**src/source/coh_pkg.sv**
```systemverilog
// coherence controller sizes, bus message and memory command encodings, shared structs
package coh_pkg;

	// ------------------------------------------------------------------------
	// sizes
	localparam int unsigned LINE_W      = 6;             // 64 memory lines
	localparam int unsigned LINE_NUM    = 1 << LINE_W;
	localparam int unsigned DATA_W      = 64;
	localparam int unsigned MSHR_NUM    = 4;             // must stay a power of two
	localparam int unsigned MSHR_IDX_W  = 2;
	localparam int unsigned PTR_W       = 3;             // bus response queue pointer
	localparam int unsigned MEM_TAG_W   = 4;             // tag 0 means no accept
	localparam int unsigned MEM_LATENCY = 4;

	// ------------------------------------------------------------------------
	// encodings
	typedef enum logic [1:0] {
		MSG_NONE = 2'd0,
		GET_S    = 2'd1,
		GET_M    = 2'd2,
		PUT_M    = 2'd3
	} bus_msg_e;

	typedef enum logic [1:0] {
		CMD_NONE  = 2'd0,
		CMD_LOAD  = 2'd1,
		CMD_STORE = 2'd2
	} mem_cmd_e;

	// ------------------------------------------------------------------------
	// bus side
	typedef struct packed {
		bus_msg_e            msg;
		logic [LINE_W-1:0]   line;
		logic [DATA_W-1:0]   data;    // only meaningful for PUT_M
		logic [PTR_W-1:0]    ptr;
	} bus_req_t;

	// owner writeback seen on the bus
	typedef struct packed {
		logic                vld;
		logic [LINE_W-1:0]   line;
		logic [DATA_W-1:0]   data;
	} bus_fill_t;

	typedef struct packed {
		logic                vld;
		logic [PTR_W-1:0]    ptr;
		logic [DATA_W-1:0]   data;
	} ctrl_rsp_t;

	// ------------------------------------------------------------------------
	// queues and memory
	typedef struct packed {
		mem_cmd_e            cmd;
		logic                rdy;     // 0 while a store waits for fill data
		logic [LINE_W-1:0]   line;
		logic [DATA_W-1:0]   data;
		logic [PTR_W-1:0]    ptr;
	} iss_entry_t;

	typedef struct packed {
		mem_cmd_e            cmd;
		logic [LINE_W-1:0]   line;
		logic [DATA_W-1:0]   data;
	} mem_cmd_t;

	typedef struct packed {
		logic [MEM_TAG_W-1:0] tag;
		logic [DATA_W-1:0]    data;
	} mem_rsp_t;

	typedef struct packed {
		logic [MEM_TAG_W-1:0] tag;
		logic [PTR_W-1:0]     ptr;
	} rsp_entry_t;

endpackage

```
**src/source/mshr_issue_q.sv**
```systemverilog
// mshr_issue_q: circular queue of memory commands, bus fill capture, head issue
`timescale 1ns/1ps

module mshr_issue_q (
	input  logic                                clk,
	input  logic                                rst,
	input  logic                                alloc_vld_i,
	input  coh_pkg::iss_entry_t                 alloc_i,
	input  coh_pkg::bus_fill_t                  fill_i,
	input  logic                                rsp_stall_i,
	input  logic [coh_pkg::MEM_TAG_W-1:0]       mem_tag_i,
	output logic                                iss_stall_o,
	output coh_pkg::mem_cmd_t                   mem_cmd_o,
	output logic                                rsp_push_o,
	output coh_pkg::rsp_entry_t                 rsp_entry_o
);
	import coh_pkg::*;

	iss_entry_t            ent_r [MSHR_NUM];
	logic [MSHR_NUM-1:0]   vld_r;
	logic [MSHR_IDX_W:0]   head_r;       // msb is the wrap bit
	logic [MSHR_IDX_W:0]   tail_r;
	logic [MSHR_IDX_W-1:0] head_idx;
	logic [MSHR_IDX_W-1:0] tail_idx;
	iss_entry_t            head_ent;
	logic                  full;
	logic                  pop;

	assign head_idx = head_r[MSHR_IDX_W-1:0];
	assign tail_idx = tail_r[MSHR_IDX_W-1:0];
	assign head_ent = ent_r[head_idx];

	assign full        = (head_r[MSHR_IDX_W] != tail_r[MSHR_IDX_W]) && (head_idx == tail_idx);
	assign pop         = (mem_tag_i != '0);      // memory took the head
	assign iss_stall_o = full && !pop;

	// ------------------------------------------------------------------------
	// head issue to memory
	always_comb begin
		mem_cmd_o.cmd  = CMD_NONE;
		mem_cmd_o.line = head_ent.line;
		mem_cmd_o.data = head_ent.data;
		if (vld_r[head_idx] && head_ent.rdy) begin
			// loads also need room in the response queue
			if (!(head_ent.cmd == CMD_LOAD && rsp_stall_i))
				mem_cmd_o.cmd = head_ent.cmd;
		end
	end

	assign rsp_push_o      = pop && (mem_cmd_o.cmd == CMD_LOAD);
	assign rsp_entry_o.tag = mem_tag_i;
	assign rsp_entry_o.ptr = head_ent.ptr;

	// ------------------------------------------------------------------------
	// entry storage
	always_ff @(posedge clk) begin
		for (int i = 0; i < MSHR_NUM; i++) begin
			if (fill_i.vld && vld_r[i] && !ent_r[i].rdy &&
			    ent_r[i].cmd == CMD_STORE && ent_r[i].line == fill_i.line) begin
				ent_r[i].data <= fill_i.data;   // owner writeback
				ent_r[i].rdy  <= 1'b1;
			end
		end
		if (alloc_vld_i)
			ent_r[tail_idx] <= alloc_i;
	end

	// pointers and valid bits
	always_ff @(posedge clk) begin
		if (rst) begin
			vld_r  <= '0;
			head_r <= '0;
			tail_r <= '0;
		end else begin
			if (pop) begin
				vld_r[head_idx] <= 1'b0;
				head_r          <= head_r + 1'b1;
			end
			// full with pop frees the slot the tail points at
			if (alloc_vld_i) begin
				vld_r[tail_idx] <= 1'b1;
				tail_r          <= tail_r + 1'b1;
			end
		end
	end

endmodule

```
**config.mk**
```make
export PLATFORM = sky130hd
export DESIGN_NAME = mshr_issue_q
export DESIGN_NICKNAME = d
export VERILOG_FILES = /design/src/source/coh_pkg.sv /design/src/source/mshr_issue_q.sv
export SDC_FILE = /design/constraint.sdc
export NUM_CORES = 1
export LEC_CHECK = 0
export BUFFER_PORTS_ARGS = -buffer_cell sky130_fd_sc_hd__buf_2
export CORE_ASPECT_RATIO = 1.5
export CORE_UTILIZATION = 52
export DETAILED_ROUTE_END_ITERATION = 6
export PLACE_DENSITY = 0.76
export SLEW_MARGIN = 0
export SYNTH_ARGS = -nofsm -noshare
export SYNTH_HDL_FRONTEND = slang
export SYNTH_SLANG_ARGS = --single-unit
export TNS_END_PERCENT = 30
```
**constraint.sdc**
```tcl
create_clock -name clk -period 7.2 [get_ports clk]
set_input_delay 1.44 -clock clk [delete_from_list [all_inputs] [get_ports clk]]
set_output_delay 1.44 -clock clk [all_outputs]
set_load 0.05 [all_outputs]
```
== Word level (Yosys, flattened, before mapping) ==
Memories as Yosys holds them, arrays and structs flattened. A register that Yosys moved wholly into a read port is not among the register bits.
Index checks and enable logic that the tools add are counted.
Storage, ports and cells
  bits in registers: 10
  RAM bits: 304
  input bits: 155
  output and inout port bits: 81
  word-level logic and storage cells: 77
  memories kept: 1
Operators by class
  add/sub/neg operators: 2
  magnitude comparators: 4
  eq/ne operators: 12
  multiplexer cells: 23
  bitwise operators: 3
  reductions and logical operators: 29
Memory list
  ent_r: depth 4, width 76, rd ports 5, clocked after memory_dff 1, write ports 5, RTL line mshr_issue_q.sv:19  | iss_entry_t ent_r [MSHR_NUM];
Operators with widths (number)
  $eq 6x6->1: 4
  $logic_and 1x1->1: 23
  $mux 1: 13
  $mux 4: 3
  $eq 2x2->1 const B: 4
  $mux 2: 4
  $add 3x1->3 const B: 2
  $lt 2x3->1 const B: 2
  $logic_not 1->1: 5
  $and 4x4->4: 1
  $demux 1 s2: 2
  $eq 2x1->1 const B: 2
  $ge 2x1->1 const B: 2
  $not 4->4: 1
  $or 4x4->4: 1
  $reduce_bool 4->1: 1
  $bmux 1 s2: 1
  $eq 2x2->1: 1
  $ne 1x1->1: 1

== Logic depth before layout (Yosys ltp) ==
  word-level depth: 10
  gate-level depth with buffers: 7
  gate-level depth less buffers: 5

== Worst setup path after synthesis ==
Ideal clock, no wire load.
  path kind: input -> register
  start point: in fill_i[69] (netlist name)
  end point: mem ent_r[0][73] (netlist name)
  setup time: 0.077 ns
  arrival time: 6.977 ns
  required time: 7.123 ns
  setup slack: 0.146 ns
  cell stages on the path: 5
  buffers on the path: 1
  cell sequence: clkbuf_1 > xnor2_1 > nand4_1 > o21ai_0 > o22a_1
RTL lines
  from (decl): RTL line mshr_issue_q.sv:9  | input coh_pkg::bus_fill_t fill_i,
  to (decl): RTL line mshr_issue_q.sv:19

==> results.md <==
- Clock root buffer: clkbuf_16
- Die span in x: 141 um
- Slew Viols, Final: 0
- Setup repair bufs after CTS: 0
- Finished Layout Cells: 1450
- Crit-path max cell delay: 0.96 ns
- Post-synthesis async set-or-reset flop share: 0
- Average cell area after synthesis: 18.9 um^2
- Crit path cell chain: buf_4 > mux4_2 > buf_2
- CP max stage cell: dfxtp_4
- Worst Hold Path Cells: 2
- Global Route Usage Sum: 0.227
- First-pass GRT wire length: 50.3 mm
- Die footprint: 29900 um^2
- Fin util: 0.612
- Library cells used by synthesis: 32
- CTS tree: built
- Yosys reg bits: 316
- Nets: 1193
- Dominant cell type by area after synthesis: edfxtp_1
- Tightest Hold Check Type: reg2reg
- Syn Inst Count: 803
- Setup-failing EPs final: 0
- Filler cells: 2223
- Worst EP arrival: 3.05 ns
- Drt wl/cell: 22.9 um
- Slew HR: 0.324
- Vias in the first global route: 8727
- Critical path buffers and inverters: 2
- Fmax: 223 MHz
- Fraction of layout cells with a size suffix above 1: 0.595
- Die height: 211 um
- # resized after CTS: 0
- R2R Setup Slk: 4.19 ns
- CP Capture Type: primary output
- Post-DRT Antenna Nets: 0
- Hold path startpoint: vld_r[0]$_SDFF_PP0_
- CTS H-Tree Depth: 1
- Crit path time final: 4.49 ns
- Sink Count: 316
- TNS Setup: 0 ns
- Clock Latency Late Sink: 0.56 ns
- Detailed-route DRC error count: 0
- Grt ovf: 0
- Largest net degree at the start of global routing: 51
- Post-synthesis sequential area ratio: 0.615
- Max_cap viols: 0
- Max VDD drop: 0.183 mV
- Worst EP required: 5.76 ns
- Placed cell count: 1388
- DR vias: 8146
- Rows: 76
- Leak Pwr: 6.13 nW
- Startpoint types: register
- Top cells by instance count after synthesis: edfxtp_1 (300), mux2_2 (237), mux4_2 (76)
- Initial Util: 0.528
- Gpl congestion: 0.823
- Drt via density: 5.62
- Delay-heaviest family, CP: flip-flops
- Clock Pin Slew Worst Setup and Hold Paths: 0.06 ns
- Hold_ws: 0.479 ns
- First-pass iteration count of the detailed router: 4
- I/O Buffers: 235
- Status: finished, final reports clean
- R2R Path Start: tail_r[0]$_SDFFE_PP0P_
- Syn Nets: 966
- Initial antenna violation count: 11
- Worst Hold Path EP: vld_r[0]$_SDFF_PP0_
- Post-synth top area share: 0.594
- Hold buffer count at cts: 0
- Fin Clk Skew: 0.0132 ns
- Critical-path maximum fanout: 47
- Synthesized area: 15200 um^2
- Most common cell in the netlist: edfxtp_1
- Critical setup path kind: reg2out
- Core area: 28700 um^2
- Iteration-0 DRC Markers: 401
- Worst r2r path cells: 6
- Final-report hold violation count: 0
- Largest cells by area after synthesis: edfxtp_1 (59%), mux2_2 (18%), mux4_2 (11%)
- RSZ-0062 raised after global routing: false
- CTS buffer count: 30
- Top Ports: 236
- Power per cell area: 268 nW/um^2
- Post-DP HPWL: 20.2 mm
- Number of synthesized flops with an enable pin: 300
- Routed Wire Length: 33.1 mm
- Worst Tran Pin Value: 1.01 ns
- Crit share post-route: 0.624
- Reg2Reg Capture Point: ent_r[0][42]$_DFFE_PP_
- Max Root-Sink Buffers: 3
- Top FF cell, synth: edfxtp_1
- Ys Warns: 0
- P&R area growth vs syn: 16.0%
[worst max path at each step]
stage	from	endpoint	slack, ns	cells after the start
3_3_place_gp	mem_tag_i[1]	iss_stall_o	3.05	4
2_1_floorplan	fill_i[69]	ent_r[0][73]$_DFF_P_	0.15	5
6_report	register	mem_cmd_o[32]	2.71	3
4_1_cts	register	mem_cmd_o[14]	2.53	3
3_5_place_dp	mem_tag_i[1]	iss_stall_o	3.04	4
5_1_grt	register	mem_cmd_o[32]	2.41	3
[routing by layer]
metal	GRT usage	vias up	share of wire
li1	-	3705	-
met1	0.270	4145	0.38
met2	0.407	232	0.54
met3	0.0451	54	0.058
met4	0.0823	10	0.026
met5	0	-	0.0021
[state kept, by name (all words and copies together), names as in the netlist, named ones only]
name    count
vld_r       4
tail_r      3
head_r      3
ent_r     304
[cell usage in the layout (no fill, tap or decap), types with 5 or more instances in the layout]
cell / instances
edfxtp_1: 300
mux2_2: 237
buf_2: 235
mux4_2: 76
clkbuf_16: 31
xnor2_1: 22
mux2_1: 19
dfxtp_1: 14
buf_4: 14
nor2_1: 11
clkbuf_1: 11
clkinv_2: 9
xor2_1: 9
nand4_1: 8
ha_1: 8
nand2_1: 7
diode_2: 6
inv_1: 5
a21oi_1: 5
clkbuf_8: 5
[stage by stage]
step | power, mW | cell area, um^2 | worst slack [ns]
2_1_floorplan | 2.89 | 15200 | 0.146
3_3_place_gp | 3.10 | 16500 | 3.05
3_5_place_dp | 3.11 | 16500 | 3.04
4_1_cts | 4.76 | 17600 | 2.53
5_1_grt | 4.87 | 17600 | 2.41
6_report | 4.71 | 17600 | 2.71
[cell families after synthesis]
logic type / after synthesis / synth area share
xor gates and xnor gates: 31 / 0.0179
and+or+nand+nor: 37 / 0.0151
adders and majority gates: 8 / 0.00660
muxes: 334 / 0.305
AOI/OAI and AO/OA: 14 / 0.00809
buffers and inverters: 63 / 0.0318
DFF: 316 / 0.615
[tightest hold or removal path: stages, from the launching register on]
cell and delay (ns):
dfxtp_1 0.33, nand2_1 0.06, a21oi_1 0.05
[final cells by class]
class                   count  area [um^2]  share of cell area
flip-flops and latches    316         9340               0.531
multi-input cells         424         5400               0.307
clock buffers              47          886              0.0504
diodes                      6         15.0            0.000854
clock inverters             9          145             0.00825
inverters                   9         38.8             0.00221
well taps                 390          488              0.0277
repair buffers            249         1280              0.0728
[report_power, final]
part / total (mW) / internal [mW] / leakage [nW] / switching [mW]
clock network: 1.65 / 0.985 / 0.507 / 0.668
registers: 2.19 / 2.13 / 2.89 / 0.0575
logic: 0.868 / 0.329 / 2.74 / 0.539
total: 4.71 / 3.45 / 6.13 / 1.26
Power figures use the tool's default switching activity.
