**config.mk**
```make
export PLATFORM = sky130hd
export DESIGN_NAME = line_state_dir
export DESIGN_NICKNAME = d
export VERILOG_FILES = /design/src/source/coh_pkg.sv /design/src/source/line_state_dir.sv
export SDC_FILE = /design/constraint.sdc
export NUM_CORES = 1
export LEC_CHECK = 0
export BUFFER_PORTS_ARGS = -buffer_cell sky130_fd_sc_hd__buf_2
export CAP_MARGIN = 30
export CORE_MARGIN = 2
export CORE_UTILIZATION = 56
export DETAILED_ROUTE_END_ITERATION = 7
export HOLD_SLACK_MARGIN = 0.02
export PLACE_DENSITY_LB_ADDON = 0.25
export SYNTH_ARGS = -nofsm -noshare
export SYNTH_HDL_FRONTEND = slang
export SYNTH_SLANG_ARGS = --single-unit
export TNS_END_PERCENT = 5
```
**constraint.sdc**
```tcl
create_clock -name clk -period 9.68 [get_ports clk]
set_input_delay 1.936 -clock clk [delete_from_list [all_inputs] [get_ports clk]]
set_output_delay 1.936 -clock clk [all_outputs]
set_load 0.1 [all_outputs]
```
**src/source/coh_pkg.sv**
```systemverilog
// coherence controller sizes, bus message and memory command encodings, shared structs
package coh_pkg;

	// ------------------------------------------------------------------------
	// sizes
	localparam int unsigned LINE_W      = 6;             // 64 memory lines
	localparam int unsigned LINE_NUM    = 1 << LINE_W;
	localparam int unsigned DATA_W      = 64;
	localparam int unsigned MSHR_NUM    = 4;             // must stay a power of two
	localparam int unsigned MSHR_IDX_W  = 2;
	localparam int unsigned PTR_W       = 3;             // bus response queue pointer
	localparam int unsigned MEM_TAG_W   = 4;             // tag 0 means no accept
	localparam int unsigned MEM_LATENCY = 4;

	// ------------------------------------------------------------------------
	// encodings
	typedef enum logic [1:0] {
		MSG_NONE = 2'd0,
		GET_S    = 2'd1,
		GET_M    = 2'd2,
		PUT_M    = 2'd3
	} bus_msg_e;

	typedef enum logic [1:0] {
		CMD_NONE  = 2'd0,
		CMD_LOAD  = 2'd1,
		CMD_STORE = 2'd2
	} mem_cmd_e;

	// ------------------------------------------------------------------------
	// bus side
	typedef struct packed {
		bus_msg_e            msg;
		logic [LINE_W-1:0]   line;
		logic [DATA_W-1:0]   data;    // only meaningful for PUT_M
		logic [PTR_W-1:0]    ptr;
	} bus_req_t;

	// owner writeback seen on the bus
	typedef struct packed {
		logic                vld;
		logic [LINE_W-1:0]   line;
		logic [DATA_W-1:0]   data;
	} bus_fill_t;

	typedef struct packed {
		logic                vld;
		logic [PTR_W-1:0]    ptr;
		logic [DATA_W-1:0]   data;
	} ctrl_rsp_t;

	// ------------------------------------------------------------------------
	// queues and memory
	typedef struct packed {
		mem_cmd_e            cmd;
		logic                rdy;     // 0 while a store waits for fill data
		logic [LINE_W-1:0]   line;
		logic [DATA_W-1:0]   data;
		logic [PTR_W-1:0]    ptr;
	} iss_entry_t;

	typedef struct packed {
		mem_cmd_e            cmd;
		logic [LINE_W-1:0]   line;
		logic [DATA_W-1:0]   data;
	} mem_cmd_t;

	typedef struct packed {
		logic [MEM_TAG_W-1:0] tag;
		logic [DATA_W-1:0]    data;
	} mem_rsp_t;

	typedef struct packed {
		logic [MEM_TAG_W-1:0] tag;
		logic [PTR_W-1:0]     ptr;
	} rsp_entry_t;

endpackage

```
**src/source/line_state_dir.sv**
```systemverilog
// line_state_dir: per-line valid/dirty directory, bus acknowledge, issue entry build
`timescale 1ns/1ps

module line_state_dir (
	input  logic                clk,
	input  logic                rst,
	input  coh_pkg::bus_req_t   bus_req_i,
	input  logic                iss_stall_i,
	output logic                ack_o,
	output logic                alloc_vld_o,
	output coh_pkg::iss_entry_t alloc_o
);
	import coh_pkg::*;

	// I = !vld, S = vld & !dty, M = dty
	logic [LINE_NUM-1:0] vld_r;
	logic [LINE_NUM-1:0] dty_r;
	logic [LINE_NUM-1:0] vld_nxt;
	logic [LINE_NUM-1:0] dty_nxt;
	logic                line_vld;
	logic                line_dty;

	assign line_vld = vld_r[bus_req_i.line];
	assign line_dty = dty_r[bus_req_i.line];

	// ------------------------------------------------------------------------
	// per message / state decision
	always_comb begin
		vld_nxt       = vld_r;
		dty_nxt       = dty_r;
		ack_o         = 1'b0;
		alloc_vld_o   = 1'b0;
		alloc_o.cmd   = CMD_NONE;
		alloc_o.rdy   = 1'b1;
		alloc_o.line  = bus_req_i.line;
		alloc_o.data  = bus_req_i.data;
		alloc_o.ptr   = bus_req_i.ptr;
		if (line_dty) begin
			// M, a cache owns the line
			if (bus_req_i.msg == PUT_M && !iss_stall_i) begin
				ack_o                    = 1'b1;
				alloc_vld_o              = 1'b1;
				alloc_o.cmd              = CMD_STORE;    // data rides with request
				vld_nxt[bus_req_i.line]  = 1'b0;
				dty_nxt[bus_req_i.line]  = 1'b0;
			end else if (bus_req_i.msg == GET_S && !iss_stall_i) begin
				ack_o                    = 1'b1;
				alloc_vld_o              = 1'b1;
				alloc_o.cmd              = CMD_STORE;
				alloc_o.rdy              = 1'b0;         // owner fill comes later
				dty_nxt[bus_req_i.line]  = 1'b0;
			end
		end else if (line_vld) begin
			// S, only GET_M is legal
			if (bus_req_i.msg == GET_M) begin
				ack_o                    = 1'b1;
				dty_nxt[bus_req_i.line]  = 1'b1;
			end
		end else begin
			if (bus_req_i.msg == GET_S && !iss_stall_i) begin
				ack_o                    = 1'b1;
				alloc_vld_o              = 1'b1;
				alloc_o.cmd              = CMD_LOAD;
				vld_nxt[bus_req_i.line]  = 1'b1;
			end else if (bus_req_i.msg == GET_M) begin
				ack_o                    = 1'b1;         // no queue needed
				vld_nxt[bus_req_i.line]  = 1'b1;
				dty_nxt[bus_req_i.line]  = 1'b1;
			end
		end
	end

	always_ff @(posedge clk) begin
		if (rst) begin
			vld_r <= '0;
			dty_r <= '0;
		end else begin
			vld_r <= vld_nxt;
			dty_r <= dty_nxt;
		end
	end

endmodule

```
# Word level (Yosys, flattened, before mapping)
# Index checks and enable logic that the tools add are counted.
# classes
n_lt_le_gt_ge	2
eq_ne	7
n_mux	32
bitwise_logic	5
n_reduce_logical	7
# ops
op	n
64-bit 2-to-1 mux	11
64-bit AND	2
64-bit OR	2
64-bit NOT	1
1-bit 2-to-1 mux	15
1-bit binary-select mux with 6-bit select	2
6-bit by 7-bit less-than comparator with 1-bit output (second input constant)	1
1-bit demux with 6-bit select	1
6-bit by 1-bit greater-or-equal comparator with 1-bit output (second input constant)	1
2-bit == test (second input constant)	2
2-bit 2-to-1 mux	2
2-bit by 1-bit inequality test with 1-bit output (second input constant)	2
1-bit logical AND	3
3-bit 2-to-1 mux	1
3-bit by 1-bit inequality test with 1-bit output (second input constant)	1
3-bit inequality test (second input constant)	1
3-bit AND reduction	1
3-bit nonzero test	1
2-bit by 1-bit == test with 1-bit output (second input constant)	1
2-bit AND reduction	1
1-bit logical NOT	1
# totals
regBits	128
output_inout_bits	78
wordCells	55

# Longest topological paths before layout
# logic_depth
depth_word	9
ltp_mapped	14
mapped_depth_nobuf	7

# Worst setup path after synthesis
# No wires, ideal clock.
# synth_timing
path_kind	in2out
start	in bus_req_i[69] in the netlist's numbering
end	out alloc_vld_o
t_arrival_ps	5028
required_time_ps	7744
slack_ps	2716
cell_stages	11
path_cell_list	buf_6 -> buf_6 -> buf_6 -> buf_6 -> mux2i_1 -> o22ai_1 -> o21bai_1 -> a22o_1 -> nor4_4 -> nand2b_1 -> a21oi_1
# synth_via
elab_chain_len	4
elab_cells_between_ends	6
classes_between	6 x mux
# synth_lines
item	line	source
start, declared	line_state_dir.sv:7	input coh_pkg::bus_req_t bus_req_i,
1-bit binary-select mux with 6-bit select	line_state_dir.sv:23	assign line_vld = vld_r[bus_req_i.line];
1-bit 2-to-1 mux (implied by the code)	line_state_dir.sv:23	
1-bit 2-to-1 mux	line_state_dir.sv:53	end else if (line_vld) begin
1-bit 2-to-1 mux (*)	line_state_dir.sv:38	if (line_dty) begin
end, declared	line_state_dir.sv:10	output logic alloc_vld_o,
# Mark *: on every way between the ends. The rest lies on a longest branch, timed or not. The select of a mux whose other input is x is not followed.

# Final worst setup path
# layout_timing
start	in bus_req_i[69] in the netlist's numbering
end	out ack_o
# layout_via
elab_chain_len	4
elab_cells_between_ends	6
classes_between	6 x mux
# layout_lines
item	line	source
1-bit binary-select mux with 6-bit select	line_state_dir.sv:23	
1-bit 2-to-1 mux (implied by the code)	line_state_dir.sv:23	
1-bit 2-to-1 mux	line_state_dir.sv:53	
1-bit 2-to-1 mux (*)	line_state_dir.sv:38	
end, declared	line_state_dir.sv:9	output logic ack_o,
# Marked as above.

==> impl_results.md <==
- Run status: complete, no violations
- Register Area: 2560 µm²
- Multi-input gate area: 3680 µm²
- R2R depth: 8
- Detailed Route Iter0 Violations: 791
- Starting Density: 56.8%
- Vias: 6594
- DRC: 0
- Grt ovf: 0
- Fill cells: 1146
- Mapped Area: 7430 µm²
- Final estimated routing congestion in global placement: 0.962
- Worst-Skew Late Latency: 0.43 ns
- Crit. End Element: output pin
- Final net count: 867
- Post-synth cell types: 55
- I/O Pins: 156
- Slew @ Worst Pin: 1.07 ns
- Crit-path max FO: 33
- Maximum clock frequency: 130 MHz
- Syn nets: 960
- Clk slew on worst S/H paths: 0.05 ns
- DIE WIDTH: 119 µm
- Worst clock skew: 0.00790 ns
- Synth Area per Inst: 8.42 µm²
- Sequential share of the synthesized area: 34.5%
- H-tree Lvls: 4
- DR WL met2: 9820 µm
- Die area: 14200 µm²
- Final slew viol count: 0
- Top sig layer: met4
- Diode count: 0
- Period utilisation layout: 79.2%
- Hold Crit Class: reg2reg
- R2R setup slack: 6.21 ns
- CTS sink cnt: 128
- Max_cap viols: 0
- VDD IR max: 0.000134 V
- FF+latch count, synth: 128
- Hold Crit Depth: 2
- Met3 WL post-DR: 1940 µm
- Headroom to the max-slew limit: 28.5%
- Worst EP arrival: 5.73 ns
- Final WL: 21600 µm
- TritonCTS clock tree: done
- Cell Count, Final, Fillers Out: 977
- Core area: 13100 µm²
- Total Routing Usage GR: 30.6%
- Hold Buf Count CTS: 0
- Bufs on Longest Clock Path: 2
- CTS Buf Count: 17
- Via density: 6.75
- WL met1: 8940 µm
- CP Data Required Time: 7.74 ns
- RSZ-0062 raised after global routing: false
- Hpwl dp: 13300 µm
- Fraction of layout cells with a size suffix above 1: 15.4%
- Setup bufs post-CTS: 0
- Antenna violations before repair: 0
- Die extent in y: 119 µm
- Yosys warns: 0
- Root Buffer: clkbuf_16
- Post-Syn Instances: 882
- Largest net degree at the start of global routing: 67
- Std-Cell Rows: 42
- Setup crit start kind: input pin
- Setup violations, final: 0
- Post-Route Utilization: 57.1%
- Final Hold Viols: 0
- Area grow syn2layout: 0.505%
- Port Buffers: 21
- CTS resizes: 0
- Fin crit period: 7.66 ns
- Final setup TNS: 0 ns
- Wire length per cell: 22.1 µm
- Leakage: 2.72 nW
- Pwr/cell area: 176 nW/µm²
- Post-route ant nets: 0
- First-pass GRT wire length: 34000 µm
- Crit path kind: in2out
- Dpl cells: 945
- Vias in the first global route: 6186
- Router iterations before antenna repair: 6
==> routing by layer <==
layer	up-vias	GRT usage, %
met4	0	15.0
met3	74	8.33
li1	2973	-
met1	3191	39.8
met2	356	47.1
met5	-	0
==> critical path: stages <==
cell,delay (ns)
buf_2,0.52
buf_4,0.52
mux4_2,0.40
a221oi_2,0.29
a21oi_1,0.06
or3_4,0.50
o21ai_4,0.85
inv_2,0.06
a221o_1,0.27
buf_2,0.29
==> power breakdown <==
part	total, W	internal, W	switching, W
clock	0.000645	0.000417	0.000228
combinational	0.000136	0.0000274	0.000108
sequential	0.000530	0.000529	0.000000938
total	0.00131	0.000973	0.000338
==> metrics by stage <==
step                      total power [W]  setup slack [ns]  hold WS (ns)  area [µm²]
after floorplan                  0.000781              2.72         0.449        7430
after global placement           0.000669              2.16         0.459        6820
after detailed placement         0.000672              2.09         0.469        6870
after CTS                         0.00131              2.09         0.476        7460
after global routing              0.00134              1.85         0.496        7470
final                             0.00131              2.02         0.473        7470
==> area by class of cell <==
type,instances,area share (%)
clock buffers,26,6.95
clock inverters,5,1.01
inverters,39,1.96
multi-input cells,563,49.3
flip-flops and latches,128,34.3
well taps,176,2.95
repair buffers,40,3.52
==> Yosys cell counts (all sizes together) <==
cell type | count | share of area (%)
a211oi | 2 | 0.20
a21oi | 68 | 4.6
a221o | 8 | 1.1
a221oi | 6 | 0.88
a22o | 1 | 0.12
a22oi | 2 | 0.20
a2bb2oi | 1 | 0.12
a31oi | 2 | 0.37
a32o | 2 | 0.27
and2 | 3 | 0.25
and3 | 15 | 1.3
and3b | 3 | 0.35
buf | 117 | 12
clkbuf | 35 | 1.8
dfxtp | 128 | 34
inv | 39 | 2.0
mux2 | 5 | 0.76
mux2i | 15 | 2.0
mux4 | 15 | 4.5
nand2 | 74 | 3.7
nand2b | 5 | 0.42
nand3 | 14 | 1.1
nand3b | 3 | 0.30
nand4 | 54 | 4.5
nand4b | 1 | 0.12
nor2 | 34 | 1.9
nor2b | 5 | 0.42
nor3 | 1 | 0.067
nor3b | 4 | 0.40
nor4 | 1 | 0.29
o211a | 1 | 0.13
o211ai | 64 | 7.1
o21ai | 133 | 9.5
o21bai | 2 | 0.35
o22ai | 9 | 0.76
o2bb2ai | 2 | 0.24
o311ai | 1 | 0.12
o31ai | 1 | 0.10
or2 | 4 | 0.34
or3 | 2 | 0.24
==> placed cells by master, fill, tap and decap left out, types with 11 or more instances in the layout <==
master / Yosys / layout
a21oi_1: 68 / 68
and3_1: 15 / 15
buf_2: 15 / 21
buf_4: 74 / 16
clkbuf_16: 0 / 17
dfxtp_1: 128 / 128
inv_1: 38 / 37
mux2i_1: 15 / 15
mux4_2: 15 / 15
nand2_1: 74 / 74
nand3_1: 13 / 13
nand4_1: 54 / 54
nor2_1: 33 / 33
o211ai_1: 54 / 54
o21ai_0: 11 / 11
o21ai_1: 111 / 110
==> logic make-up after synthesis <==
logic type / count (synthesis) / synth area share, %
AOI/OAI and AO/OA: 305 / 26.2
and+or+nand+nor: 223 / 15.8
buffers and inverters: 191 / 16.2
DFF: 128 / 34.5
muxes: 35 / 7.33
==> how the worst max path moves through the flow <==
| stage | slack (ns) | depth (start not counted) | startpoint | end |
|---|---|---|---|---|
| 5_1_grt | 1.85 | 10 | bus_req_i[69] | ack_o |
| 3_3_place_gp | 2.16 | 9 | bus_req_i[69] | alloc_o[73] |
| 6_report | 2.02 | 10 | bus_req_i[69] | ack_o |
| 3_5_place_dp | 2.09 | 10 | bus_req_i[69] | ack_o |
| 4_1_cts | 2.09 | 10 | bus_req_i[69] | ack_o |
| 2_1_floorplan | 2.72 | 11 | bus_req_i[69] | alloc_vld_o |
Power figures use the tool's default switching activity.
