## src/source/coh_pkg.sv

```systemverilog
// coherence controller sizes, bus message and memory command encodings, shared structs
package coh_pkg;

	// ------------------------------------------------------------------------
	// sizes
	localparam int unsigned LINE_W      = 6;             // 64 memory lines
	localparam int unsigned LINE_NUM    = 1 << LINE_W;
	localparam int unsigned DATA_W      = 64;
	localparam int unsigned MSHR_NUM    = 4;             // must stay a power of two
	localparam int unsigned MSHR_IDX_W  = 2;
	localparam int unsigned PTR_W       = 3;             // bus response queue pointer
	localparam int unsigned MEM_TAG_W   = 4;             // tag 0 means no accept
	localparam int unsigned MEM_LATENCY = 4;

	// ------------------------------------------------------------------------
	// encodings
	typedef enum logic [1:0] {
		MSG_NONE = 2'd0,
		GET_S    = 2'd1,
		GET_M    = 2'd2,
		PUT_M    = 2'd3
	} bus_msg_e;

	typedef enum logic [1:0] {
		CMD_NONE  = 2'd0,
		CMD_LOAD  = 2'd1,
		CMD_STORE = 2'd2
	} mem_cmd_e;

	// ------------------------------------------------------------------------
	// bus side
	typedef struct packed {
		bus_msg_e            msg;
		logic [LINE_W-1:0]   line;
		logic [DATA_W-1:0]   data;    // only meaningful for PUT_M
		logic [PTR_W-1:0]    ptr;
	} bus_req_t;

	// owner writeback seen on the bus
	typedef struct packed {
		logic                vld;
		logic [LINE_W-1:0]   line;
		logic [DATA_W-1:0]   data;
	} bus_fill_t;

	typedef struct packed {
		logic                vld;
		logic [PTR_W-1:0]    ptr;
		logic [DATA_W-1:0]   data;
	} ctrl_rsp_t;

	// ------------------------------------------------------------------------
	// queues and memory
	typedef struct packed {
		mem_cmd_e            cmd;
		logic                rdy;     // 0 while a store waits for fill data
		logic [LINE_W-1:0]   line;
		logic [DATA_W-1:0]   data;
		logic [PTR_W-1:0]    ptr;
	} iss_entry_t;

	typedef struct packed {
		mem_cmd_e            cmd;
		logic [LINE_W-1:0]   line;
		logic [DATA_W-1:0]   data;
	} mem_cmd_t;

	typedef struct packed {
		logic [MEM_TAG_W-1:0] tag;
		logic [DATA_W-1:0]    data;
	} mem_rsp_t;

	typedef struct packed {
		logic [MEM_TAG_W-1:0] tag;
		logic [PTR_W-1:0]     ptr;
	} rsp_entry_t;

endpackage

```

## src/source/mshr_rsp_q.sv

```systemverilog
// mshr_rsp_q: in-order queue of accepted load tags and bus pointers, tag match and bus response
`timescale 1ns/1ps

module mshr_rsp_q (
	input  logic                clk,
	input  logic                rst,
	input  logic                push_i,
	input  coh_pkg::rsp_entry_t entry_i,
	input  coh_pkg::mem_rsp_t   mem_rsp_i,
	output logic                rsp_stall_o,
	output coh_pkg::ctrl_rsp_t  ctrl_rsp_o
);
	import coh_pkg::*;

	rsp_entry_t            ent_r [MSHR_NUM];
	logic [MSHR_IDX_W:0]   head_r;
	logic [MSHR_IDX_W:0]   tail_r;
	logic [MSHR_IDX_W-1:0] head_idx;
	logic                  full;
	logic                  empty;
	logic                  pop;

	assign head_idx = head_r[MSHR_IDX_W-1:0];
	assign full     = (head_r[MSHR_IDX_W] != tail_r[MSHR_IDX_W]) &&
	                  (head_idx == tail_r[MSHR_IDX_W-1:0]);
	assign empty    = (head_r == tail_r);

	// returning tag belongs to the oldest accepted load
	assign pop = !empty && (mem_rsp_i.tag != '0) && (mem_rsp_i.tag == ent_r[head_idx].tag);

	assign rsp_stall_o     = full && !pop;
	assign ctrl_rsp_o.vld  = pop;
	assign ctrl_rsp_o.ptr  = ent_r[head_idx].ptr;
	assign ctrl_rsp_o.data = mem_rsp_i.data;

	always_ff @(posedge clk) begin
		if (push_i)
			ent_r[tail_r[MSHR_IDX_W-1:0]] <= entry_i;
	end

	always_ff @(posedge clk) begin
		if (rst) begin
			head_r <= '0;
			tail_r <= '0;
		end else begin
			if (pop)
				head_r <= head_r + 1'b1;
			if (push_i)
				tail_r <= tail_r + 1'b1;
		end
	end

endmodule

```

## config.mk

```make
export PLATFORM = sky130hd
export DESIGN_NAME = mshr_rsp_q
export DESIGN_NICKNAME = d
export VERILOG_FILES = /design/src/source/coh_pkg.sv /design/src/source/mshr_rsp_q.sv
export SDC_FILE = /design/constraint.sdc
export NUM_CORES = 1
export LEC_CHECK = 0
export BUFFER_PORTS_ARGS = -buffer_cell sky130_fd_sc_hd__buf_2
export CAP_MARGIN = 25
export CELL_PAD_IN_SITES_DETAIL_PLACEMENT = 0
export CELL_PAD_IN_SITES_GLOBAL_PLACEMENT = 1
export CORE_ASPECT_RATIO = 0.8
export CORE_MARGIN = 5
export CORE_UTILIZATION = 32
export DETAILED_ROUTE_END_ITERATION = 10
export PLACE_DENSITY_LB_ADDON = 0.08
export REMOVE_ABC_BUFFERS = 1
export SETUP_SLACK_MARGIN = 0.05
export SYNTH_ARGS = -nofsm -noshare
export SYNTH_HDL_FRONTEND = slang
export SYNTH_SLANG_ARGS = --single-unit
```

## constraint.sdc

```tcl
create_clock -name clk -period 3.81 [get_ports clk]
set_clock_uncertainty 0.15 [all_clocks]
set_input_delay 0.5715 -clock clk [delete_from_list [all_inputs] [get_ports clk]]
set_output_delay 0.5715 -clock clk [all_outputs]
set_load 0.005 [all_outputs]
```

After elaboration in Yosys (flattened, before gate mapping) --
Memory sizes are Yosys's and may differ from the RTL's. A register that Yosys moved wholly into a read port is not among the register bits. Cells that the tools add are included.
Operators by class: add/subtract/negate cells 2, multiplexer cells 4, eq/ne operators 4, reduce and logical (&&, ||, !) cells 7
Operator list (number):
- adder 3 x 1 -> 3 bit (second input constant) | 2
- equality test 4 bit | 1
- logical AND 1 bit | 4
- 2-to-1 mux 2 bit | 2
- nonzero test 4 bit | 1
- equality test 3 bit | 1
- equality test 2 bit | 1
- zero test 1 bit | 2
- 2-to-1 mux 1 bit | 2
- != test 1 bit | 1
Word-level totals: memories 1, memory bits (writable) 28, word-level logic and storage cells 20, input port bits 78, bits in registers 6, output and inout port bits 69
Memory list:
- ent_r | words 4, width 7, rd ports 1, clocked after memory_dff 1, wr ports 1, line mshr_rsp_q.sv:15 | rsp_entry_t ent_r [MSHR_NUM];

Depth between registers and ports, before layout --
Gate-level depths: netlist (run 1).
word-level depth 6, gate-level depth with buffers 6, mapped depth without buffers 5

Least setup slack after synthesis (run 1) --
OpenSTA, ideal clock, no wires.
path type register to output, from register (tool-made name), to output port ctrl_rsp_o[67] (netlist name), data required time 3.089 ns, stages on the path, launching flop included 7, setup slack 1.395 ns, buffers on the path 2, arrival 1.694 ns, cell sequence dfxtp_1 buf_6 mux4_2 nor3_2 a21oi_1 a211oi_4 buf_4
RTL lines:
- to (decl) | line mshr_rsp_q.sv:11 | output coh_pkg::ctrl_rsp_t ctrl_rsp_o

==> results of run 1 <==
==> Yosys cell counts, types with 3 or more instances <==
| library cell | instances | area share |
|---|---|---|
| ha_1 | 5 | 0.030 |
| inv_1 | 3 | 0.0055 |
| mux2i_1 | 7 | 0.034 |
| edfxtp_1 | 28 | 0.41 |
| mux4_1 | 3 | 0.038 |
| xnor2_1 | 8 | 0.034 |
| buf_4 | 65 | 0.24 |
| dfxtp_1 | 8 | 0.078 |
| and2_1 | 4 | 0.012 |
| nor2_1 | 5 | 0.0091 |
==> sequential cells by signal, summed over array words and instances, names as in the netlist, named ones only <==
register  count
ent_r        28
tail_r        3
head_r        3
==> final timing paths <==
| check | startpoint | end | slack [ns] | cells past startpoint |
|---|---|---|---|---|
| setup / recovery | flop | rsp_stall_o | 0.72 | 6 |
| hold / removal | entry_i[2] | ent_r[0][2]$_DFFE_PP_ | 0.35 | 1 |
| setup reg to reg | flop | flop | 1.33 | 5 |
| hold reg to reg | head_r[1]$_SDFFE_PP0P_ | flop | 0.39 | 2 |
==> final cells by class <==
type | count | area, um2
clock buffers | 5 | 68.8
clock inverters | 3 | 90.1
fillers | 640 | 4410
inverters | 3 | 11.3
multi-input cells | 54 | 536
flip-flops and latches | 36 | 1000
well taps | 84 | 105
repair buffers | 18 | 90.1
==> power by group through the flow <==
| stage | sequential, uW | clock (uW) | combinational (uW) |
|---|---|---|---|
| 5_1_grt | 450 | 496 | 74.8 |
| 3_5_place_dp | 458 | 0 | 68.1 |
| 6_report | 449 | 469 | 66.7 |
| 2_1_floorplan | 455 | 0 | 41.8 |
| 3_3_place_gp | 458 | 0 | 67.2 |
| 4_1_cts | 449 | 473 | 68.5 |
==> worst max-delay path, delay by kind of cell (launching register included) <==
family | cells | cell delay, ns
simple gates | 2 | 0.25
compound gates | 2 | 0.52
flops | 1 | 0.57
mux | 1 | 0.59
buf+inv | 1 | 0.15
==> logic make-up (layout without fill, tap and decap cells) <==
logic type,after synthesis,after routing,share of synthesized area
buf+inv,71,29,0.255
fa+ha+maj,5,5,0.0303
xor+xnor,10,10,0.0425
flops,36,36,0.485
compound gates,3,3,0.0194
simple gates,21,21,0.0570
mux,15,15,0.110
==> metrics by stage <==
| stage | hold WS (ns) | instances | setup slack (ns) | power [uW] |
|---|---|---|---|---|
| detailed placement | 0.394 | 195 | 1.05 | 526 |
| global placement | 0.394 | 195 | 1.07 | 525 |
| finish | 0.350 | 203 | 0.716 | 984 |
| global route | 0.332 | 203 | 0.583 | 1020 |
| CTS | 0.345 | 203 | 0.716 | 991 |
| floorplan | 0.351 | 93 | 1.37 | 497 |
==> layer usage <==
| metal | up-vias | track usage | wire (um) |
|---|---|---|---|
| met4 | 4 | 0.0491 | 91 |
| met2 | 105 | 0.182 | 2320 |
| met3 | 10 | 0.251 | 2120 |
| met5 | - | 0.0833 | 89 |
| li1 | 398 | - | - |
| met1 | 470 | 0.227 | 3050 |
==> summary.txt, run 1 <==
Yosys
  – YS warnings: 0
  – Distinct cell type count after synthesis: 26
  – Dominant synthesized flop cell: edfxtp_1
  – Number of standard cells after synthesis: ~160
  – Synth Register Bits: 36
  – Mapped Avg Cell Area: roughly 13 um2
  – Post-synth design cell area: between 2000 and 2500 um2
  – Synth async-reset ratio: 0
  – Fraction of the yosys area taken by sequential cells: 0.485
  – Count of flip-flops with a built-in enable after synthesis: 28

Flow run
  – Max-cap violation count: 0

Pwr
  – Maximum vdd ir drop: 0.000177 V
  – Comb power frac: 0.068
  – Switching power: 187 uW
  – Switching power share of the total: 0.190
  – Leak pwr: 0.000661 uW
  – Sequential share of power: 0.456
  – Internal power component: 797 uW
  – Fraction of power consumed by the clock network: 0.477
  – Power density over the cells: 518 nW/um2

STA
  – Pins over their slew limit: 0
  – Number of hold-slack violations in the final timing report: 0
  – Final count of negative-setup-slack endpoints: 0
  – Final cycle utilization of the critical path: 0.812
  – FMAX: between 0.3 and 0.4 GHz
  – Max-slew headroom: 0.644
  – Setup repair after global routing missed its margin: false
  – Final TNS setup: 0 ns
  – Post-route minimum period: 3.09 ns
  – Transition time at the pin with the least slew margin: 0.534 ns

Clock network
  – Total number of clock tree sinks: 36
  – Post-cts repair resize count: 0
  – Num CTS Buffers: 5
  – H-tree depth: 2
  – Setup fix buffers added after clock tree synthesis: 0
  – Number of buffers between clock root and the deepest sink: 2
  – Clock Pin Slew Worst Setup and Hold Paths: about 0.080 ns
  – Clk Latency, worst-skew pair: approximately 0.29 ns
  – Clock Root Buffer: clkbuf_8
  – CTS tree: done
  – Number of hold buffers added after CTS: 0

Placement
  – Placer's final routability congestion estimate: 0.777
  – Number of I/O port buffers: 18
  – Placed standard-cell area: 1740 um2

Drt
  – Drt initial violations: 28
  – Avg WL per Cell: 37.8 um
  – WL final: 7.66 mm
  – Post-route antenna net violation count: 0
  – Vias after detailed routing: slightly below 1000
  – Post-detailed-route DRC marker count: 0
  – Per-cell via count in the routed design: 4.86
  – 1st-pass router iterations: 4

Setup path
  – Type of destination of the critical path: output pin
  – Type of element launching the critical path: flop
  – Kind of critical path: flop to output pin
  – CP cell instances: mux4_2 -> nor3_2 -> a21oi_1 -> a211oi_4 -> nor3_1 -> buf_2
  – WP data required: 3.09 ns
  – Arrival time of data at the critical path endpoint: 2.37 ns
  – Delay of the slowest cell on the worst path: 0.59 ns
  – Cell type of the slowest stage on the worst timing path: mux4_2
  – Highest fanout seen on the critical path: 7

Final layout
  – Final Core Density: 0.301
  – Most frequent cells in the layout: edfxtp_1, buf_2, xnor2_1, dfxtp_1, mux2i_1
  – Count of inserted antenna diode cells: 0
  – Commonest non-fill, non-tap cell in the layout: edfxtp_1
  – # nets final: approximately 200
  – Synthesis-to-finish area growth: -7.77%
  – Design Area, Final: 1900 um2
  – Fraction of layout instances using a drive strength above 1: 0.277

Floorplan
  – Core ar.: 6310 um2
  – Number of cell rows: 26
  – Die boundary width: 99.7 um
  – Die boundary height: 81.8 um
  – Die footprint: 8160 um2
  – Starting density of the core: 0.327
  – Top Ports: 147

GRT
  – First-pass GRT wire length: 9.90 mm
  – GRT Total Usage: 0.192
  – Via count of the first global-routing pass: 1018
  – Number of antenna violations at the first check in global routing: 0
  – Residual overflow from global routing: 0
  – Largest net degree at the start of global routing: 13

Outcome
  – Status: complete, no violations

Min path
  – Class of the tightest hold or removal check: input port to flop
Power figures use the tool's default switching activity.
==> run 2: changes to the inputs <==
--- a/config.mk
+++ b/config.mk
@@ -5,13 +5,14 @@
 export SDC_FILE = /design/constraint.sdc
 export NUM_CORES = 1
 export LEC_CHECK = 0
+export ABC_AREA = 1
 export BUFFER_PORTS_ARGS = -buffer_cell sky130_fd_sc_hd__buf_2
 export CAP_MARGIN = 25
 export CELL_PAD_IN_SITES_DETAIL_PLACEMENT = 0
 export CELL_PAD_IN_SITES_GLOBAL_PLACEMENT = 1
 export CORE_ASPECT_RATIO = 0.8
 export CORE_MARGIN = 5
-export CORE_UTILIZATION = 32
+export CORE_UTILIZATION = 26
 export DETAILED_ROUTE_END_ITERATION = 10
 export PLACE_DENSITY_LB_ADDON = 0.08
 export REMOVE_ABC_BUFFERS = 1
==> constraint.sdc (replaced) <==
create_clock -name clk -period 2.7 [get_ports clk]
set_clock_uncertainty 0.15 [all_clocks]
set_input_delay 0.405 -clock clk [delete_from_list [all_inputs] [get_ports clk]]
set_output_delay 0.405 -clock clk [all_outputs]
set_load 0.005 [all_outputs]
==> run 2 against run 1 <==
Flip-flop and latch count is the same. Via count grew 36%. Wire length grew 9.0%. Sequential power grew 43%. Sequential share of layout area shrank 1.3 points. Area after synthesis grew 2.3%. Critical path depth grew 5. Setup slack lost 0.40 ns. Die area grew 23%. Highest routed layer unchanged.
==> summary.txt, run 2 <==
Outcome
  – Status: complete, no violations

Clock network
  – Post-cts repair resize count: 0
  – Clock Root Buffer: clkbuf_8
  – Clock Pin Slew Worst Setup and Hold Paths: 0.08 ns
  – Clk Latency, worst-skew pair: slightly below 0.3 ns
  – Num CTS Buffers: 5
  – Number of hold buffers added after CTS: 0
  – Number of buffers between clock root and the deepest sink: 2
  – H-tree depth: 2
  – CTS tree: done
  – Total number of clock tree sinks: 36
  – Setup fix buffers added after clock tree synthesis: 0

Floorplan
  – Number of cell rows: 29
  – Top Ports: 147
  – Starting density of the core: 0.267
  – Die boundary height: 90.6 um
  – Die footprint: 10000 um2
  – Core ar.: 7910 um2
  – Die boundary width: 111 um

Setup path
  – Arrival time of data at the critical path endpoint: 1.83 ns
  – Highest fanout seen on the critical path: 14
  – Cell type of the slowest stage on the worst timing path: dfxtp_1
  – Cell with the most instances on the worst path: nand2_1
  – Depth of the most critical reg-to-reg path: 10
  – Type of element launching the critical path: flop
  – Register-to-register setup slack: 0.92 ns
  – Delay of the slowest cell on the worst path: 0.39 ns
  – WP data required: 2.14 ns
  – Type of destination of the critical path: output pin
  – Kind of critical path: flop to output pin
  – CP cell instances: inv_2 -> nand2_1 -> nand3_1 -> nand2_1 -> nand2_1 -> nand2_1 -> nor2_4 -> nand3_4 -> nand2_1 -> inv_1 -> buf_2

Min path
  – Hold Startpoint: entry_i[4]
  – Worst hold stages: 1
  – Class of the tightest hold or removal check: input port to flop
  – Endpoint, Worst Hold: ent_r[0][4]$_DFFE_PP_

Final layout
  – Commonest non-fill, non-tap cell in the layout: nand2_1
  – Final Core Density: 0.247
  – Layout fillers: 869
  – Fraction of layout instances using a drive strength above 1: 0.209
  – Synthesis-to-finish area growth: -7.53%
  – Filler-free cell count of the finished design: 290
  – # nets final: roughly 260
  – Count of inserted antenna diode cells: 0
  – Most frequent cells in the layout: nand2_1, edfxtp_1, inv_1, buf_2, nor2_1
  – Largest register FFs: 28

Yosys
  – Synth async-reset ratio: 0
  – Post-synthesis mux area share: 0
  – Top cell type by total area after synthesis: edfxtp_1
  – Leading post-synthesis cells by cell area: edfxtp_1, buf_4, dfxtp_1
  – Synth Register Bits: 36
  – Xor/xnor share of the synthesized area: 0.0125
  – Dominant synthesized flop cell: edfxtp_1
  – Distinct cell type count after synthesis: 20
  – Fraction of the yosys area taken by sequential cells: 0.474
  – Synth Area in Adders: 0.0297
  – Count of flip-flops with a built-in enable after synthesis: 28
  – Main combinational cell family by area after synthesis: buffers and inverters
  – Mapped Avg Cell Area: between 9 and 10 um2
  – Post-synth design cell area: ~2100 um2
  – Most frequent cells after synthesis: buf_4, nand2_1, edfxtp_1, inv_1, nor2_1
  – YS warnings: 0
  – Post-synthesis share of cell area spent on and, or, nand and nor gates: 0.162
  – Proportion of netlist area held by the largest area contributor: 0.399
  – Number of standard cells after synthesis: 222
  – Count leader, synth: buf_4
  – Post-synthesis compound-gate area fraction: 0.0421

Drt
  – Vias after detailed routing: 1344
  – Drt initial violations: 110
  – Top routing layer in use: met5
  – Post-detailed-route DRC marker count: 0
  – 1st-pass router iterations: 4
  – WL final: 8.35 mm
  – Per-cell via count in the routed design: roughly 4.6
  – Post-route antenna net violation count: 0
  – Wire length on met1: 3.54 mm
  – Avg WL per Cell: 28.8 um
  – Routed wl met3: between 1.5 and 2 mm
  – Met2 wire length: 2.75 mm

GRT
  – Via count of the first global-routing pass: ~1300
  – Largest net degree at the start of global routing: 15
  – First-pass GRT wire length: 11.2 mm
  – GRT Total Usage: 0.165
  – Residual overflow from global routing: 0
  – Number of antenna violations at the first check in global routing: 0

Pwr
  – Maximum vdd ir drop: between 0.0002 and 0.00025 V
  – Power density over the cells: 665 nW/um2
  – Leak pwr: 0.000806 uW

STA
  – Post-route minimum period: 2.38 ns
  – Transition time at the pin with the least slew margin: 0.441 ns
  – Max-slew headroom: 0.706
  – Pins over their slew limit: 0
  – Setup repair after global routing missed its margin: false
  – Final cycle utilization of the critical path: 0.883
  – Number of hold-slack violations in the final timing report: 0
  – Final count of negative-setup-slack endpoints: 0
  – Final TNS setup: 0 ns
  – Hold Worst Slack: 0.175 ns
  – FMAX: 0.420 GHz

Flow run
  – Max-cap violation count: 0

Placement
  – Instance count after placement with tap cells included: 282
  – Placer's final routability congestion estimate: 0.760
  – Number of I/O port buffers: 18
  – Half-perimeter wire length of the detailed placement result: 6.61 mm
## run 2: changes by cell type after synthesis, moves of 7 or more
cell	before	now
mux2i_1	7	0
nand2_1	2	38
nor2_1	5	14
nand3_1	2	10
inv_1	3	18
o21ai_0	0	10
## run 2: logic make-up (layout without fill, tap and decap cells)
kind of cell	after synthesis	after routing
AO/OA/AOI/OAI	17	17
buffers and inverters	89	49
adder cells (fa/ha/maj)	5	5
AND/OR/NAND/NOR	72	72
flip-flops	36	36
XOR/XNOR	3	3
## run 2: metrics by stage
step                      total power (uW)  worst slack (ns)  instance area, um2
final                                 1300             0.317                1950
after CTS                             1310             0.295                1950
after floorplan                        762             0.809                1600
after detailed placement               826             0.624                1840
after global placement                 827             0.626                1840
after global routing                  1360             0.138                1950
## run 2: critical path: cells and delay by family (launching register included)
kind          cells  cell delay (ns)
simple gates      8             0.77
buf+inv           3             0.38
flops             1             0.39
## run 2: report_power, final
part	switching (uW)	internal (uW)	total [uW]	leakage, uW
registers	17.9	623	641	0.000322
logic	109	59.8	168	0.000429
clock network	210	278	488	0.0000548
total	337	961	1300	0.000806
## run 2: how the worst max path moves through the flow
stage          start     endpoint  slack [ns]
2_1_floorplan   flop  rsp_stall_o        0.81
3_3_place_gp    flop  rsp_stall_o        0.63
3_5_place_dp    flop  rsp_stall_o        0.62
4_1_cts         flop  rsp_stall_o        0.29
5_1_grt         flop  rsp_stall_o        0.14
6_report        flop  rsp_stall_o        0.32
## run 2: layout make-up
class,count,area (um2),area share
clock buffer,5,68.8,0.0353
clock inverter,3,46.3,0.0237
timing repair buffer,19,97.6,0.0500
sequential,36,1000,0.513
tap,108,135,0.0693
inverter,22,82.6,0.0423
multi-input combinational,97,519,0.266
## run 2: routing by layer
metal	track usage	vias to the layer above
met5	0.0667	-
met4	0.0287	2
met3	0.195	6
met2	0.178	143
met1	0.199	623
li1	-	570
==> run 3: changes to the inputs <==
--- a/config.mk
+++ b/config.mk
@@ -7,11 +7,11 @@
 export LEC_CHECK = 0
 export ABC_AREA = 1
 export BUFFER_PORTS_ARGS = -buffer_cell sky130_fd_sc_hd__buf_2
-export CAP_MARGIN = 25
+export CAP_MARGIN = 20
 export CELL_PAD_IN_SITES_DETAIL_PLACEMENT = 0
 export CELL_PAD_IN_SITES_GLOBAL_PLACEMENT = 1
 export CORE_ASPECT_RATIO = 0.8
-export CORE_MARGIN = 5
+export CORE_MARGIN = 2
 export CORE_UTILIZATION = 26
 export DETAILED_ROUTE_END_ITERATION = 10
 export PLACE_DENSITY_LB_ADDON = 0.08
==> run 3 against run 2 <==
Hold slack improved by 0.0045 ns. Critical path depth fell by 1. Via count fell by 3.6%. Global-route usage rose by 2.1 points. Die area fell by 12%. First-iteration DRC count fell by 35%. Sequential power barely moved. Combinational power rose by 2%. Non-clock buffer count rose by 1. Total power fell by 7.0%. Critical endpoint unchanged.
==> summary.txt, run 3 (synthesis results as in run 2) <==
Outcome
  – Status: complete, no violations

GRT
  – Residual overflow from global routing: 0
  – Via count of the first global-routing pass: 1303
  – Number of antenna violations at the first check in global routing: 0
  – GRT Total Usage: 0.186
  – Largest net degree at the start of global routing: 15
  – First-pass GRT wire length: 10.9 mm

Drt
  – Per-cell via count in the routed design: about 4.5
  – Vias after detailed routing: ~1300
  – WL final: 8.17 mm
  – 1st-pass router iterations: 4
  – Post-route antenna net violation count: 0
  – Avg WL per Cell: 28.1 um
  – Post-detailed-route DRC marker count: 0
  – Drt initial violations: 71

Final layout
  – Most frequent cells in the layout: nand2_1, edfxtp_1, inv_1, buf_2, nor2_1
  – Count of inserted antenna diode cells: 0
  – Fraction of layout instances using a drive strength above 1: 0.213
  – Commonest non-fill, non-tap cell in the layout: nand2_1
  – Synthesis-to-finish area growth: -8.24%
  – Layout fillers: 887
  – # nets final: 265
  – Largest register FFs: 28
  – Filler-free cell count of the finished design: slightly below 300

Floorplan
  – Core ar.: about 8000 um2
  – Starting density of the core: 0.267
  – Die boundary height: around 85 um
  – Die footprint: 8850 um2
  – Top Ports: ~150
  – Die boundary width: 105 um
  – Number of cell rows: 29

Placement
  – Number of I/O port buffers: 18
  – Instance count after placement with tap cells included: roughly 280
  – Half-perimeter wire length of the detailed placement result: roughly 6.5 mm
  – Placer's final routability congestion estimate: 0.782

Pwr
  – Sequential share of power: 0.530
  – Internal power component: 868 uW
  – Fraction of power consumed by the clock network: 0.328
  – Maximum vdd ir drop: 0.000214 V
  – Power density over the cells: 624 nW/um2
  – Switching power: about 340 uW
  – Leak pwr: 0.000797 uW
  – Comb power frac: 0.142
  – Switching power share of the total: 0.282

Setup path
  – Type of element launching the critical path: flop
  – Kind of critical path: flop to output pin
  – WP data required: 2.14 ns
  – Arrival time of data at the critical path endpoint: 1.87 ns
  – Highest fanout seen on the critical path: 14
  – Type of destination of the critical path: output pin

Flow run
  – Max-cap violation count: 0

STA
  – Transition time at the pin with the least slew margin: 0.436 ns
  – Final TNS setup: 0 ns
  – Post-route minimum period: between 2 and 2.5 ns
  – FMAX: 0.412 GHz
  – Max-slew headroom: 0.709
  – Setup repair after global routing missed its margin: false
  – Number of hold-slack violations in the final timing report: 0
  – Final cycle utilization of the critical path: 0.898
  – Final count of negative-setup-slack endpoints: 0
  – Pins over their slew limit: 0

Clock network
  – Number of hold buffers added after CTS: 0
  – H-tree depth: 2
  – Post-cts repair resize count: 0
  – Total number of clock tree sinks: 36
  – Clock Root Buffer: clkbuf_8
  – CTS tree: done
  – Clock Pin Slew Worst Setup and Hold Paths: 0.08 ns
  – Setup fix buffers added after clock tree synthesis: 0
  – Clk Latency, worst-skew pair: between 0.2 and 0.3 ns
  – Num CTS Buffers: 5
  – Number of buffers between clock root and the deepest sink: 2

Min path
  – Class of the tightest hold or removal check: input port to flop
## run 3: layout make-up
type	instances	area (um2)	area share
well taps	108	135	0.0698
repair buffers	20	105	0.0543
clock inverters	3	23.8	0.0123
flip-flops and latches	36	1000	0.517
inverters	22	82.6	0.0427
multi-input cells	97	519	0.268
clock buffers	5	68.8	0.0356
## run 3: power groups by stage
stage / Sequential [uW] / Clock, uW / Combinational (uW)
after floorplan: 650 / 0 / 112
after global placement: 654 / 0 / 173
after detailed placement: 653 / 0 / 175
after CTS: 640 / 408 / 176
after global routing: 643 / 432 / 197
final: 640 / 396 / 172
## run 3: metrics by stage
stage	util	area, um2	setup WS (ns)	total power (uW)	hold WS, ns
6_report	0.245	1940	0.275	1210	0.179
5_1_grt	0.245	1940	0.0846	1270	0.167
2_1_floorplan	-	1600	0.809	762	0.293
4_1_cts	0.245	1940	0.228	1220	0.166
3_5_place_dp	0.233	1840	0.557	828	0.321
3_3_place_gp	0.233	1840	0.586	827	0.309
## run 3: per-layer routing
metal	up-vias	global-route usage	wire (um)	part of all wire
li1	568	-	-	-
met1	589	0.209	3300	0.40
met2	122	0.194	2600	0.32
met3	12	0.235	2070	0.25
met4	4	0.0400	101	0.012
met5	-	0.154	92	0.011
## run 3: worst max-delay path: stages (launching register included)
cell     delay, ns
dfxtp_1       0.50
inv_2         0.19
nand2_1       0.09
nand3_1       0.10
nand3_1       0.14
nand2_2       0.08
nor2_4        0.14
nand3_4       0.12
nand2_1       0.07
inv_1         0.03
buf_2         0.11
## run 3: worst paths after layout
path / startpoint / endpoint / slack, ns / depth (start not counted)
setup reg to reg: flop / flop / 0.85 / 10
setup / recovery: flop / rsp_stall_o / 0.28 / 10
hold reg to reg: tail_r[2]$_SDFFE_PP0P_ / tail_r[2]$_SDFFE_PP0P_ / 0.34 / 1
hold / removal: entry_i[1] / ent_r[2][1]$_DFFE_PP_ / 0.18 / 1
